[src/verilog/sam_asic_macros.svh]
//====================
// Shared constants for the cut-down SAM Coupe ASIC.
// Included by the packages and RTL that need port numbers or timing.
//====================

`ifndef SAM_ASIC_MACROS_SVH
`define SAM_ASIC_MACROS_SVH

// Physical memory map
`define SAM_RAM_ADDR_BITS 20
`define SAM_ROM_BASE      20'h80000

// ASIC port numbers, low address byte
`define SAM_PORT_LPTD 8'd232
`define SAM_PORT_LPTS 8'd233
`define SAM_PORT_STAT 8'd249
`define SAM_PORT_LMPR 8'd250
`define SAM_PORT_HMPR 8'd251
`define SAM_PORT_MIDI 8'd253
`define SAM_PORT_BRDR 8'd254

// MIDI timing, clk_sys cycles per 1 MHz tick and ticks per frame
`define SAM_MIDI_DIV    48
`define SAM_MIDI_FRAME  319
`define SAM_MIDI_INT_AT 15

`endif

[src/verilog/sam_mem_pkg.sv]
//====================
// Bus and memory types shared by the port block, pager, arbiter and top.
// Import with a wildcard in the module header.
//====================

`default_nettype none

`include "sam_asic_macros.svh"

package sam_mem_pkg;

	typedef logic [15:0] cpu_addr_t;
	typedef logic [7:0] byte_t;
	typedef logic [`SAM_RAM_ADDR_BITS-1:0] phys_addr_t;

	// 16 KB page number
	typedef logic [4:0] page_t;

	// Paging state decoded from LMPR and HMPR
	typedef struct packed {
		page_t lmpr_page;
		logic  rom0_off;
		logic  rom1_on;
		logic  write_prot;
		page_t hmpr_page;
	} mem_page_cfg_t;

endpackage

`default_nettype wire

[src/verilog/sam_mem_if.sv]
//====================
// One memory request channel between the pager and the RAM arbiter.
// req holds until grant; grant is a single cycle.
//====================

`timescale 1ns/10ps
`default_nettype none

interface sam_mem_if
	import sam_mem_pkg::*;
();

	logic       req;
	logic       we;
	phys_addr_t addr;
	byte_t      wdata;
	byte_t      rdata;
	logic       grant;

	// Requester side
	modport master (output req, we, addr, wdata, input rdata, grant);

	// Memory side
	modport slave (input req, we, addr, wdata, output rdata, grant);

endinterface

`default_nettype wire

[src/verilog/sam_mem_pager.sv]
//====================
// Maps the CPU address onto the physical RAM/ROM space and raises
// one request per memory cycle on the master side of sam_mem_if.
//====================

`timescale 1ns/10ps
`default_nettype none

`include "sam_asic_macros.svh"

module sam_mem_pager
	import sam_mem_pkg::*;
(
	input  logic          clk_sys,
	input  logic          reset,
	input  cpu_addr_t     cpu_addr,
	input  byte_t         cpu_wdata,
	input  logic          n_mreq,
	input  logic          n_rd,
	input  logic          n_wr,
	input  mem_page_cfg_t page_cfg,
	sam_mem_if.master     mem
);

	localparam phys_addr_t ROM0_BASE = `SAM_ROM_BASE;
	localparam phys_addr_t ROM1_BASE = ROM0_BASE + phys_addr_t'(20'h04000);

	logic [1:0] section;
	logic       rom0_sel;
	logic       rom1_sel;
	logic       wr_prot;
	logic       mem_acc;
	logic       mem_acc_d;
	page_t      page;
	phys_addr_t phys_addr;

	assign section  = cpu_addr[15:14];
	assign rom0_sel = ~page_cfg.rom0_off & (section == 2'd0);
	assign rom1_sel = page_cfg.rom1_on & (section == 2'd3);
	assign wr_prot  = page_cfg.write_prot & (section == 2'd0);
	assign mem_acc  = ~n_mreq & (~n_rd | ~n_wr);

	// Odd sections take the next page up
	always_comb begin
		page = section[1] ? page_cfg.hmpr_page : page_cfg.lmpr_page;
		if (section[0])
			page = page + 5'd1;
		if (rom0_sel)
			phys_addr = ROM0_BASE + phys_addr_t'(cpu_addr[13:0]);
		else if (rom1_sel)
			phys_addr = ROM1_BASE + phys_addr_t'(cpu_addr[13:0]);
		else
			phys_addr = {1'b0, page, cpu_addr[13:0]};
	end

	always_ff @(posedge clk_sys) begin
		if (reset) begin
			mem_acc_d <= 1'b0;
			mem.req   <= 1'b0;
		end else begin
			mem_acc_d <= mem_acc;
			if (mem.grant)
				mem.req <= 1'b0;
			if (mem_acc & ~mem_acc_d)
				mem.req <= 1'b1;
		end
	end

	// Request payload, captured at the start of the memory cycle
	always_ff @(posedge clk_sys) begin
		if (mem_acc & ~mem_acc_d) begin
			mem.addr  <= phys_addr;
			mem.wdata <= cpu_wdata;
			mem.we    <= ~n_wr & ~(rom0_sel | rom1_sel | wr_prot);
		end
	end

	// A pending request keeps its payload until the grant
	a_req_held: assert property (@(posedge clk_sys) disable iff (reset)
		mem.req && !mem.grant |=> mem.req && $stable(mem.addr) && $stable(mem.we));

endmodule

`default_nettype wire

[src/flat_wrapper.sv]
// flat-port wrapper written by rule: the top's interface ports become plain ports
module sam_mem_pager_flat import sam_mem_pkg::*;
  (clk_sys, reset, cpu_addr, cpu_wdata, n_mreq, n_rd, n_wr, page_cfg, mem_req, mem_we, mem_addr, mem_wdata, mem_rdata, mem_grant);
  sam_mem_if mem_i ();
  input  logic clk_sys;
  input  logic reset;
  input  cpu_addr_t cpu_addr;
  input  byte_t cpu_wdata;
  input  logic n_mreq;
  input  logic n_rd;
  input  logic n_wr;
  input  mem_page_cfg_t page_cfg;
  output wire logic [$bits(mem_i.req)-1:0] mem_req;
  output wire logic [$bits(mem_i.we)-1:0] mem_we;
  output wire logic [$bits(mem_i.addr)-1:0] mem_addr;
  output wire logic [$bits(mem_i.wdata)-1:0] mem_wdata;
  input wire logic [$bits(mem_i.rdata)-1:0] mem_rdata;
  input wire logic [$bits(mem_i.grant)-1:0] mem_grant;
  assign mem_req = mem_i.req;
  assign mem_we = mem_i.we;
  assign mem_addr = mem_i.addr;
  assign mem_wdata = mem_i.wdata;
  assign mem_i.rdata = mem_rdata;
  assign mem_i.grant = mem_grant;
  sam_mem_pager u_core (.clk_sys(clk_sys), .reset(reset), .cpu_addr(cpu_addr), .cpu_wdata(cpu_wdata), .n_mreq(n_mreq), .n_rd(n_rd), .n_wr(n_wr), .page_cfg(page_cfg), .mem(mem_i));
endmodule
[config.mk]
export PLATFORM = sky130hd
export DESIGN_NAME = sam_mem_pager_flat
export DESIGN_NICKNAME = d
export VERILOG_FILES = /design/src/verilog/sam_mem_pkg.sv /design/src/verilog/sam_mem_if.sv /design/src/verilog/sam_mem_pager.sv /design/src/flat_wrapper.sv
export VERILOG_INCLUDE_DIRS = /design/src /design/src/verilog
export SDC_FILE = /design/constraint.sdc
export NUM_CORES = 1
export LEC_CHECK = 0
export BUFFER_PORTS_ARGS = -buffer_cell sky130_fd_sc_hd__buf_2
export CAP_MARGIN = 15
export CORE_MARGIN = 1.5
export CORE_UTILIZATION = 45
export CTS_BUF_LIST = sky130_fd_sc_hd__clkbuf_4
export DETAILED_ROUTE_END_ITERATION = 6
export PLACE_DENSITY = 0.86
export SYNTH_ARGS = -nofsm -noshare
export SYNTH_HDL_FRONTEND = slang
export SYNTH_SLANG_ARGS = --single-unit
export TNS_END_PERCENT = 30
[constraint.sdc]
create_clock -name clk_sys -period 5.3 [get_ports clk_sys]
set_input_delay 1.06 -clock clk_sys [delete_from_list [all_inputs] [get_ports clk_sys]]
set_output_delay 1.06 -clock clk_sys [all_outputs]
set_load 0.02 [all_outputs]
# Word-level counts from Yosys, hierarchy flattened
# Index checks and enable logic that the tools add are counted.
word_totals:
  input_bits: 51
  register_bits: 31
classes:
  bitwise: 15
  reduce_logical: 2
  addsub: 3
  n_eq_ne: 1
  mux: 6
ops:
  columns: ["operator", "n"]
  rows:
  - ["20-bit by 14-bit adder with 20-bit output (first input constant)", 2]
  - ["20-bit 2-to-1 mux", 2]
  - ["5-bit 2-to-1 mux", 2]
  - ["1-bit AND", 6]
  - ["1-bit NOT", 6]
  - ["5-bit by 1-bit adder with 5-bit output (second input constant)", 1]
  - ["1-bit OR", 3]
  - ["2-bit equality test (second input constant)", 1]
  - ["2-bit logical NOT", 1]
  - ["1-bit 2-to-1 mux", 2]
  - ["2-bit nonzero test", 1]

# Depth between registers and ports, before layout
# Gate-level depths: netlist of the first run.
depth:
  word_depth: 6
  mapped_depth: 6
  ltp_nobuf: 5

# Least setup slack after synthesis of the first run
# No wires, ideal clock.
synth_path:
  path_kind: "input to register"
  start: "input port n_rd"
  end: "register u_core.mem.addr[0], enable pin"
  t_arrival_ps: 2484
  cell_stages: 2
  setup_slack_ps: 2401
  required_ps: 4885
  cell_sequence: "a21o_1 -> nor2_1"
synth_between:
  elab_chain_len: 4
synth_rtl:
  columns: ["element", "line", "rtl"]
  rows:
  - ["start, declared", "flat_wrapper.sv:10", "input logic n_rd;"]
  - ["1-bit NOT", "sam_mem_pager.sv:41", "assign mem_acc = ~n_mreq & (~n_rd | ~n_wr);"]
  - ["1-bit OR", "sam_mem_pager.sv:41", null]
  - ["1-bit AND", "sam_mem_pager.sv:41", null]
  - ["1-bit AND", "sam_mem_pager.sv:71", "if (mem_acc & ~mem_acc_d) begin"]
  - ["end signal, assigned", "sam_mem_pager.sv:72", "mem.addr <= phys_addr;"]
  - ["end, declared", "sam_mem_if.sv:21", "modport master (output req, we, addr, wdata, input rdata, grant);"]
# Every way passes these cells.
# A chain may end at the register's enable or synchronous reset.

# Final worst setup path of the first run
layout_path:
  start: "input port cpu_addr[15]"
  end: "register u_core.mem.addr[18], data pin"
layout_between:
  elab_chain_len: 5
  elab_cells_between_ends: 9
layout_rtl:
  columns: ["element", "line", "rtl"]
  rows:
  - ["start, declared", "flat_wrapper.sv:7", "input cpu_addr_t cpu_addr;"]
  - ["5-bit 2-to-1 mux", "sam_mem_pager.sv:45", "page = section[1] ? page_cfg.hmpr_page : page_cfg.lmpr_page;"]
  - ["5-bit by 1-bit adder with 5-bit output", "sam_mem_pager.sv:47", "page = page + 5'd1;"]
  - ["5-bit 2-to-1 mux", "sam_mem_pager.sv:46", "if (section[0])"]
  - ["20-bit 2-to-1 mux", "sam_mem_pager.sv:50", "else if (rom1_sel)"]
  - ["20-bit 2-to-1 mux *", "sam_mem_pager.sv:48", "if (rom0_sel)"]
# Every way passes the cells marked *; elsewhere a longest branch is shown, timed or not.

==> qor.csv, run 1 <==
stage;metric;value;unit
worst_setup_path;RR Endpoint;u_core.mem.addr[12]$_DFFE_PP_;
worst_setup_path;crit end category;register;
worst_hold_path;hold path endpoint;u_core.mem.req$_SDFFE_PP0P_;
clocking;CTS Root Cell;clkbuf_4;
global_routing;largest net degree at the start of global routing;23;
worst_setup_path;critical path launch point type;input pin;
logic_synthesis;cell taking the most area after synthesis;edfxtp_1;
finish;Area Overhead vs Synth;36.4;%
logic_synthesis;Synth Cell Area;1180;um^2
logic_synthesis;Synth area leaders;edfxtp_1 73%, mux2i_1 4.2%, dfxtp_1 3.4%;
place;Post-Place Worst Slack;2820;ps
worst_setup_path;crit-path max cell delay;400;ps
worst_hold_path;min-delay src;u_core.mem_acc_d$_SDFF_PP0_;
worst_setup_path;Reg2Reg Depth;2;
worst_setup_path;RR Startpoint;u_core.mem_acc_d$_SDFF_PP0_;
route;Final ANT Viol Nets;0;
finish;fin area;1620;um^2
route;drt wl/cell;12.5;um
worst_setup_path;CP Class;in -> reg;
floorplanning;site row count;18;
floorplanning;Die Ht;54.3;um
sta;worst slew pin tran;368;ps
sta;Fin Setup TNS;0;ps
place;Port Buffers;72;
place;area post-placement;1570;um^2
logic_synthesis;Cell variety after synth;25;
clocking;Max H-tree Level;2;
finish;share of cells above drive strength 1;58.5;%
worst_hold_path;Hold WC Path Type;reg -> reg;
logic_synthesis;Syn Inst Count;69;
place;DP HPWL;1820;um
route;WL met1;767;um
logic_synthesis;flops & latches, synth;31;
finish;final core utilization;65.3;%
route;final wirelength;2210;um
worst_setup_path;Critical Path, Cell by Cell;buf_2, mux2_2, ha_1, nand2_1, o31a_1, nor3_2;
global_routing;vias in the first global route;738;
floorplanning;# IOs;81;
finish;final layout net count;199;
sta;final hold violation count;0;
route;met3 wire len;289;um
sta;Final setup viols;0;
global_routing;total global routing overflow;0;
sta;Peak Freq;0.464;GHz
clocking;# clock sinks;31;
worst_setup_path;critical-path maximum fanout;13;
route;vias;875;
sta;setup ws final;3140;ps
logic_synthesis;Mean Syn Cell Area;17.2;um^2
clocking;CTS tree;yes;
global_routing;first-pass GRT wire length;2970;um
global_routing;initial antenna violation count;0;
clocking;CTS resizes;0;
flow_run;max-cap viol count;0;
floorplanning;Die X;54.3;um
finish;commonest non-fill, non-tap cell in the layout;buf_2;
worst_setup_path;Required @ worst endpoint;5350;ps
sta;fin. max-slew vios;0;
route;metal2 WL;1140;um
worst_setup_path;reg-to-reg setup timing slack;3980;ps
clocking;Worst-Skew Late Latency;300;ps
place;GPL Wtd Cong;0.673;
sta;Final Cycle Share;40.7;%
route;vias per inst;4.94;
worst_setup_path;arrival time worst endpoint;2210;ps
sta;Max-Slew Margin vs Limit;74.8;%
route;DR pass1 iterations;3;
clocking;CTS Buf Count;5;
logic_synthesis;post-synth top area share;73.5;%
clocking;Worst-path clk slew;80;ps
route;DRC;0;
worst_setup_path;CP max stage cell;mux2_2;
finish;most frequent cells in the layout;72 x buf_2, 29 x edfxtp_1, 5 x mux2i_1, 5 x clkbuf_4, 4 x nor2_1;
sta;time the worst path needs with I/O delays and setup;2160;ps
floorplanning;DIE AREA;2950;um^2
status;status;finished, final reports clean;
global_routing;Total Routing Usage GR;14.9;%
sta;RSZ-0062 raised after global routing;false;
pwr;P per Cell Area;294;nW/um^2
floorplanning;core area;2480;um^2
clocking;hold buffers post-CTS;0;
clocking;maximum root-to-sink buffer count;2;
finish;diode count;0;
route;DR top layer;met4;
logic_synthesis;Seq/Total Area, Yosys;76.9;%
route;Iter 0 DRT Violations;3;
clocking;post-CTS setup buffers;0;
floorplanning;Starting Density;47.8;%
pwr;static leakage;0.727;nW
sta;Clock Skew;5.13;ps
logic_synthesis;Post-Syn Nets;121;
logic_synthesis;Synthesis Warnings;0;
pwr;VDD IR max;0.200;mV
worst_hold_path;hold depth;2;
-- synthesized netlist by cell type, drive strengths merged --
| cell type | number |
|---|---|
| and3 | 1 |
| dfxtp | 2 |
| or3 | 1 |
| a311o | 1 |
| inv | 2 |
| a21o | 1 |
| a21oi | 1 |
| mux2 | 3 |
| nand3 | 2 |
| edfxtp | 29 |
| o21ai | 1 |
| nor3 | 2 |
| a211oi | 1 |
| o22ai | 1 |
| mux2i | 5 |
| nand2 | 3 |
| o31a | 1 |
| xnor2 | 1 |
| nand4 | 1 |
| ha | 1 |
| buf | 2 |
| nor2b | 1 |
| nor2 | 5 |
| nor4 | 1 |
-- power by group --
group | internal (mW) | switching [mW] | total, mW | leakage (nW)
Sequential | 0.285 | 0.00310 | 0.288 | 0.293
Combinational | 0.0298 | 0.0424 | 0.0722 | 0.406
Clock | 0.0469 | 0.0683 | 0.115 | 0.0285
-- metal layers --
metal	up-vias	global-route usage, %
li1	422	-
met2	57	28.7
met1	394	14.2
met3	2	4.92
met4	0	6.25
met5	-	0
-- flip-flops by register name (all words and copies together) (netlist names) --
name and cells:
u_core.mem.we 1, u_core.mem.wdata 8, u_core.mem.req 1, u_core.mem_acc_d 1, u_core.mem.addr 20
-- critical path: cells and delay by family --
kind,cells,cell delay (ps)
mux,1,400
simple gates,2,160
buf+inv,1,230
compound gates,1,170
fa+ha+maj,1,200
-- final cells by class --
class                   count  area (um^2)
clock inverters             2         8.76
well taps                  30         37.5
clock buffers               5         37.5
repair buffers             73          368
multi-input cells          34          246
fillers                   212          861
inverters                   2         7.51
flip-flops and latches     31          911
-- worst max path at each step --
stage,start,endpoint,slack [ps],depth (start not counted)
finish,cpu_addr[15],u_core.mem.addr[18]$_SDFFCE_PP0P_,3140,6
global route,cpu_addr[15],u_core.mem.addr[18]$_SDFFCE_PP0P_,3090,6
CTS,cpu_addr[15],u_core.mem.addr[18]$_SDFFCE_PP0P_,3150,6
detailed placement,cpu_addr[15],u_core.mem.addr[18]$_SDFFCE_PP0P_,2820,6
global placement,cpu_addr[15],u_core.mem.addr[18]$_SDFFCE_PP0P_,2840,6
floorplan,n_rd,u_core.mem.addr[0]$_DFFE_PP_,2400,2
-- cells by family after synthesis --
kind of cell	after synthesis	share of synthesized area, %
flops	31	76.9
simple gates	17	7.50
mux	8	7.07
compound gates	7	4.22
buf+inv	4	2.53
xor+xnor	1	0.739
fa+ha+maj	1	1.06
-- per-stage QoR --
stage                     std cells  total power, mW  hold slack, ps
after floorplan                  69            0.336             517
after global placement          170            0.364             548
after detailed placement        170            0.367             573
after CTS                       177            0.481             589
after global routing            177            0.497             631
final                           177            0.476             580
Note: power is estimated with default switching activity, not from simulation.
==> run 2, diff against run 1 <==
--- a/config.mk
+++ b/config.mk
@@ -6,13 +6,14 @@
 export SDC_FILE = /design/constraint.sdc
 export NUM_CORES = 1
 export LEC_CHECK = 0
+export ABC_AREA = 1
 export BUFFER_PORTS_ARGS = -buffer_cell sky130_fd_sc_hd__buf_2
 export CAP_MARGIN = 15
 export CORE_MARGIN = 1.5
-export CORE_UTILIZATION = 45
+export CORE_UTILIZATION = 39
 export CTS_BUF_LIST = sky130_fd_sc_hd__clkbuf_4
 export DETAILED_ROUTE_END_ITERATION = 6
-export PLACE_DENSITY = 0.86
+export PLACE_DENSITY = 0.77
 export SYNTH_ARGS = -nofsm -noshare
 export SYNTH_HDL_FRONTEND = slang
 export SYNTH_SLANG_ARGS = --single-unit
==> constraint.sdc (replaced) <==
create_clock -name clk_sys -period 1.9 [get_ports clk_sys]
set_input_delay 0.38 -clock clk_sys [delete_from_list [all_inputs] [get_ports clk_sys]]
set_output_delay 0.38 -clock clk_sys [all_outputs]
set_load 0.02 [all_outputs]
==> qor.csv, run 2 <==
stage;metric;value;unit;change
logic_synthesis;Synth Area in Compound Gates;5.15;%;was 4.22%
flow_run;max-cap viol count;0;;unchanged
logic_synthesis;fraction of the mapped netlist area in adder cells;0.971;%;was 1.06%
sta;Clock Skew;2.27;ps;was 5.13 ps
pwr;sw frac;24.8;%;was 23.9%
sta;Fin Setup TNS;0;ps;unchanged
finish;area of the multi-input gates;297;um^2;was 246 um^2
sta;fin. max-slew vios;0;;unchanged
route;vias;962;;was 875
logic_synthesis;Post-Syn Nets;148;;was 121
finish;share of cells above drive strength 1;59.3;%;was 58.5%
logic_synthesis;mux contribution to synthesized area;0;%;was 7.07%
floorplanning;Die X;60.5;um;was 54.3 um
place;GPL Wtd Cong;0.663;;was 0.673
clocking;Worst-Skew Late Latency;320;ps;was 300 ps
status;status;finished, final reports clean;;unchanged
global_routing;initial antenna violation count;0;;unchanged
pwr;VDD IR max;0.248;mV;was 0.200 mV
sta;RSZ-0062 raised after global routing;false;;unchanged
logic_synthesis;Seq/Total Area, Yosys;70.7;%;was 76.9%
clocking;CTS Root Cell;clkbuf_4;;unchanged
worst_setup_path;arrival time worst endpoint;1450;ps;was 2210 ps
logic_synthesis;number of synthesized flops with an enable pin;29;;unchanged
place;Post-Place Worst Slack;176;ps;was 2820 ps
sta;Max-Slew Margin vs Limit;85.0;%;was 74.8%
pwr;Pint;1.06;mW;was 0.362 mW
pwr;Pwr Total;1.41;mW;was 0.476 mW
sta;setup ws final;531;ps;was 3140 ps
sta;Final Cycle Share;72.0;%;
finish;final layout net count;228;;was 199
logic_synthesis;Synth area leaders;edfxtp_1 68%, nand2_1 4.1%, inv_1 3.8%;;was edfxtp_1 73%, mux2i_1 4.2%, dfxtp_1 3.4%
pwr;Sw Pwr;0.350;mW;was 0.114 mW
route;DR pass1 iterations;3;;unchanged
floorplanning;Die Ht;60.5;um;was 54.3 um
worst_setup_path;crit end category;register;;unchanged
logic_synthesis;simple-gate share of the synthesized area;16.9;%;was 7.50%
logic_synthesis;Post-Synth XOR/XNOR Area;0;%;was 0.739%
logic_synthesis;largest family of logic cells by synthesized area;simple AND/OR/NAND/NOR gates;;unchanged
pwr;clock share of power;26.4;%;was 24.2%
worst_setup_path;critical-path maximum fanout;9;;was 13
global_routing;total global routing overflow;0;;unchanged
finish;max FFs per register;20;;unchanged
clocking;maximum root-to-sink buffer count;2;;unchanged
route;DRC;0;;unchanged
global_routing;vias in the first global route;820;;was 738
clocking;CTS Buf Count;5;;unchanged
logic_synthesis;flops & latches, synth;31;;unchanged
logic_synthesis;count leader, synth;edfxtp_1;;unchanged
place;DP HPWL;1940;um;was 1820 um
logic_synthesis;cell taking the most area after synthesis;edfxtp_1;;unchanged
finish;final core utilization;57.3;%;was 65.3%
finish;commonest non-fill, non-tap cell in the layout;buf_2;;unchanged
pwr;Logic pwr share;16.7;%;was 15.2%
sta;Final setup viols;0;;unchanged
route;Final ANT Viol Nets;0;;unchanged
floorplanning;# IOs;81;;unchanged
pwr;static leakage;0.852;nW;was 0.727 nW
worst_hold_path;Hold WC Path Type;in -> reg;;was reg -> reg
worst_setup_path;critical path launch point type;input pin;;unchanged
finish;Top reg by flops;u_core.mem.addr;;unchanged
sta;final hold violation count;0;;unchanged
global_routing;Total Routing Usage GR;13.3;%;was 14.9%
finish;register area;911;um^2;unchanged
pwr;Flop pwr share;56.9;%;was 60.6%
floorplanning;site row count;20;;was 18
worst_setup_path;Required @ worst endpoint;1980;ps;was 5350 ps
route;Iter 0 DRT Violations;20;;was 3
logic_synthesis;Mean Syn Cell Area;13.4;um^2;was 17.2 um^2
logic_synthesis;Synth Cell Area;1290;um^2;was 1180 um^2
global_routing;largest net degree at the start of global routing;23;;unchanged
finish;Top Registers;u_core.mem.addr (20), u_core.mem.wdata (8);;unchanged
finish;Area Overhead vs Synth;38.0;%;was 36.4%
floorplanning;core area;3100;um^2;was 2480 um^2
clocking;CTS resizes;0;;unchanged
global_routing;first-pass GRT wire length;3330;um;was 2970 um
route;final wirelength;2350;um;was 2210 um
logic_synthesis;Synthesis Warnings;0;;unchanged
sta;Peak Freq;0.731;GHz;
logic_synthesis;post-synth top area share;67.6;%;was 73.5%
place;Port Buffers;72;;unchanged
logic_synthesis;Syn Inst Count;96;;was 69
route;drt wl/cell;10.6;um;was 12.5 um
worst_setup_path;CP Class;in -> reg;;unchanged
worst_setup_path;reg-to-reg setup timing slack;790;ps;was 3980 ps
floorplanning;Starting Density;41.5;%;was 47.8%
clocking;Max H-tree Level;2;;unchanged
sta;worst slew pin tran;224;ps;was 368 ps
logic_synthesis;Async SR Flop Fraction;0;%;unchanged
sta;time the worst path needs with I/O delays and setup;1370;ps;
logic_synthesis;Synth top cells by count;29 x edfxtp_1, 14 x nand2_1, 13 x inv_1, 7 x nand2_2, 4 x nand2_4;;was 29 x edfxtp_1, 5 x mux2i_1, 5 x nor2_1, 3 x mux2_2, 3 x nand2_1
sta;Hold WS;220;ps;was 580 ps
finish;Filler Cells Inserted;281;;was 212
finish;most frequent cells in the layout;72 x buf_2, 29 x edfxtp_1, 14 x nand2_1, 13 x inv_1;;was 72 x buf_2, 29 x edfxtp_1, 5 x mux2i_1, 5 x clkbuf_4, 4 x nor2_1
clocking;hold buffers post-CTS;0;;unchanged
floorplanning;DIE AREA;3660;um^2;was 2950 um^2
clocking;post-CTS setup buffers;0;;unchanged
logic_synthesis;top_reg_cell synth;edfxtp_1;;unchanged
finish;diode count;0;;unchanged
clocking;CTS tree;yes;;unchanged
logic_synthesis;Cell variety after synth;21;;was 25
clocking;# clock sinks;31;;unchanged
route;vias per inst;4.35;;was 4.94
clocking;Worst-path clk slew;80;ps;about the same
pwr;P per Cell Area;794;nW/um^2;was 294 nW/um^2
run 2: critical path, cell delays in order:
cell and delay [ps]:
buf_2 220, nand2_1 130, nand2_4 110, inv_1 50, ha_1 180, nand2_2 100
nand3b_1 130, nand2_1 50, nand2_1 70, nor2_2 30
run 2: metrics by stage:
stage | cells | area [um^2]
final | 221 | 1780
after global routing | 221 | 1780
after CTS | 221 | 1780
after detailed placement | 213 | 1720
after global placement | 213 | 1720
after floorplan | 96 | 1290
run 2: area by class of cell:
class / instances / area share, %
tap: 44 / 3.10
inverter: 16 / 3.94
multi-input combinational: 48 / 16.7
timing repair buffer: 74 / 21.8
clock inverter: 1 / 0.281
clock buffer: 7 / 2.96
sequential: 31 / 51.2
run 2: logic make-up (layout without fill, tap and decap cells):
family	after synthesis	in the layout
compound gates	9	9
buf+inv	17	98
fa+ha+maj	1	1
flops	31	31
simple gates	38	38
run 2: final timing paths:
path                                     from                                end  cells after the start
setup / recovery                 cpu_addr[15]  u_core.mem.addr[18]$_SDFFCE_PP0P_                     10
hold reg to reg   u_core.mem.req$_SDFFE_PP0P_        u_core.mem.req$_SDFFE_PP0P_                      2
setup reg to reg  u_core.mem_acc_d$_SDFF_PP0_      u_core.mem.wdata[6]$_DFFE_PP_                      3
hold / removal                          reset        u_core.mem_acc_d$_SDFF_PP0_                      2
run 2: power by group through the flow:
stage | Sequential [mW] | Clock (mW) | Combinational, mW
after floorplan | 0.871 | 0 | 0.0897
after global placement | 0.819 | 0 | 0.231
after detailed placement | 0.819 | 0 | 0.240
after CTS | 0.804 | 0.393 | 0.241
after global routing | 0.807 | 0.415 | 0.259
final | 0.803 | 0.372 | 0.236
run 2: routing by layer:
| metal | wire length, um | up-vias | global-route usage, % |
|---|---|---|---|
| met5 | 0 | - | 0 |
| met4 | 63 | 0 | 8.39 |
| met3 | 343 | 6 | 6.40 |
| met2 | 1120 | 62 | 22.8 |
| met1 | 824 | 416 | 12.7 |
| li1 | - | 478 | - |
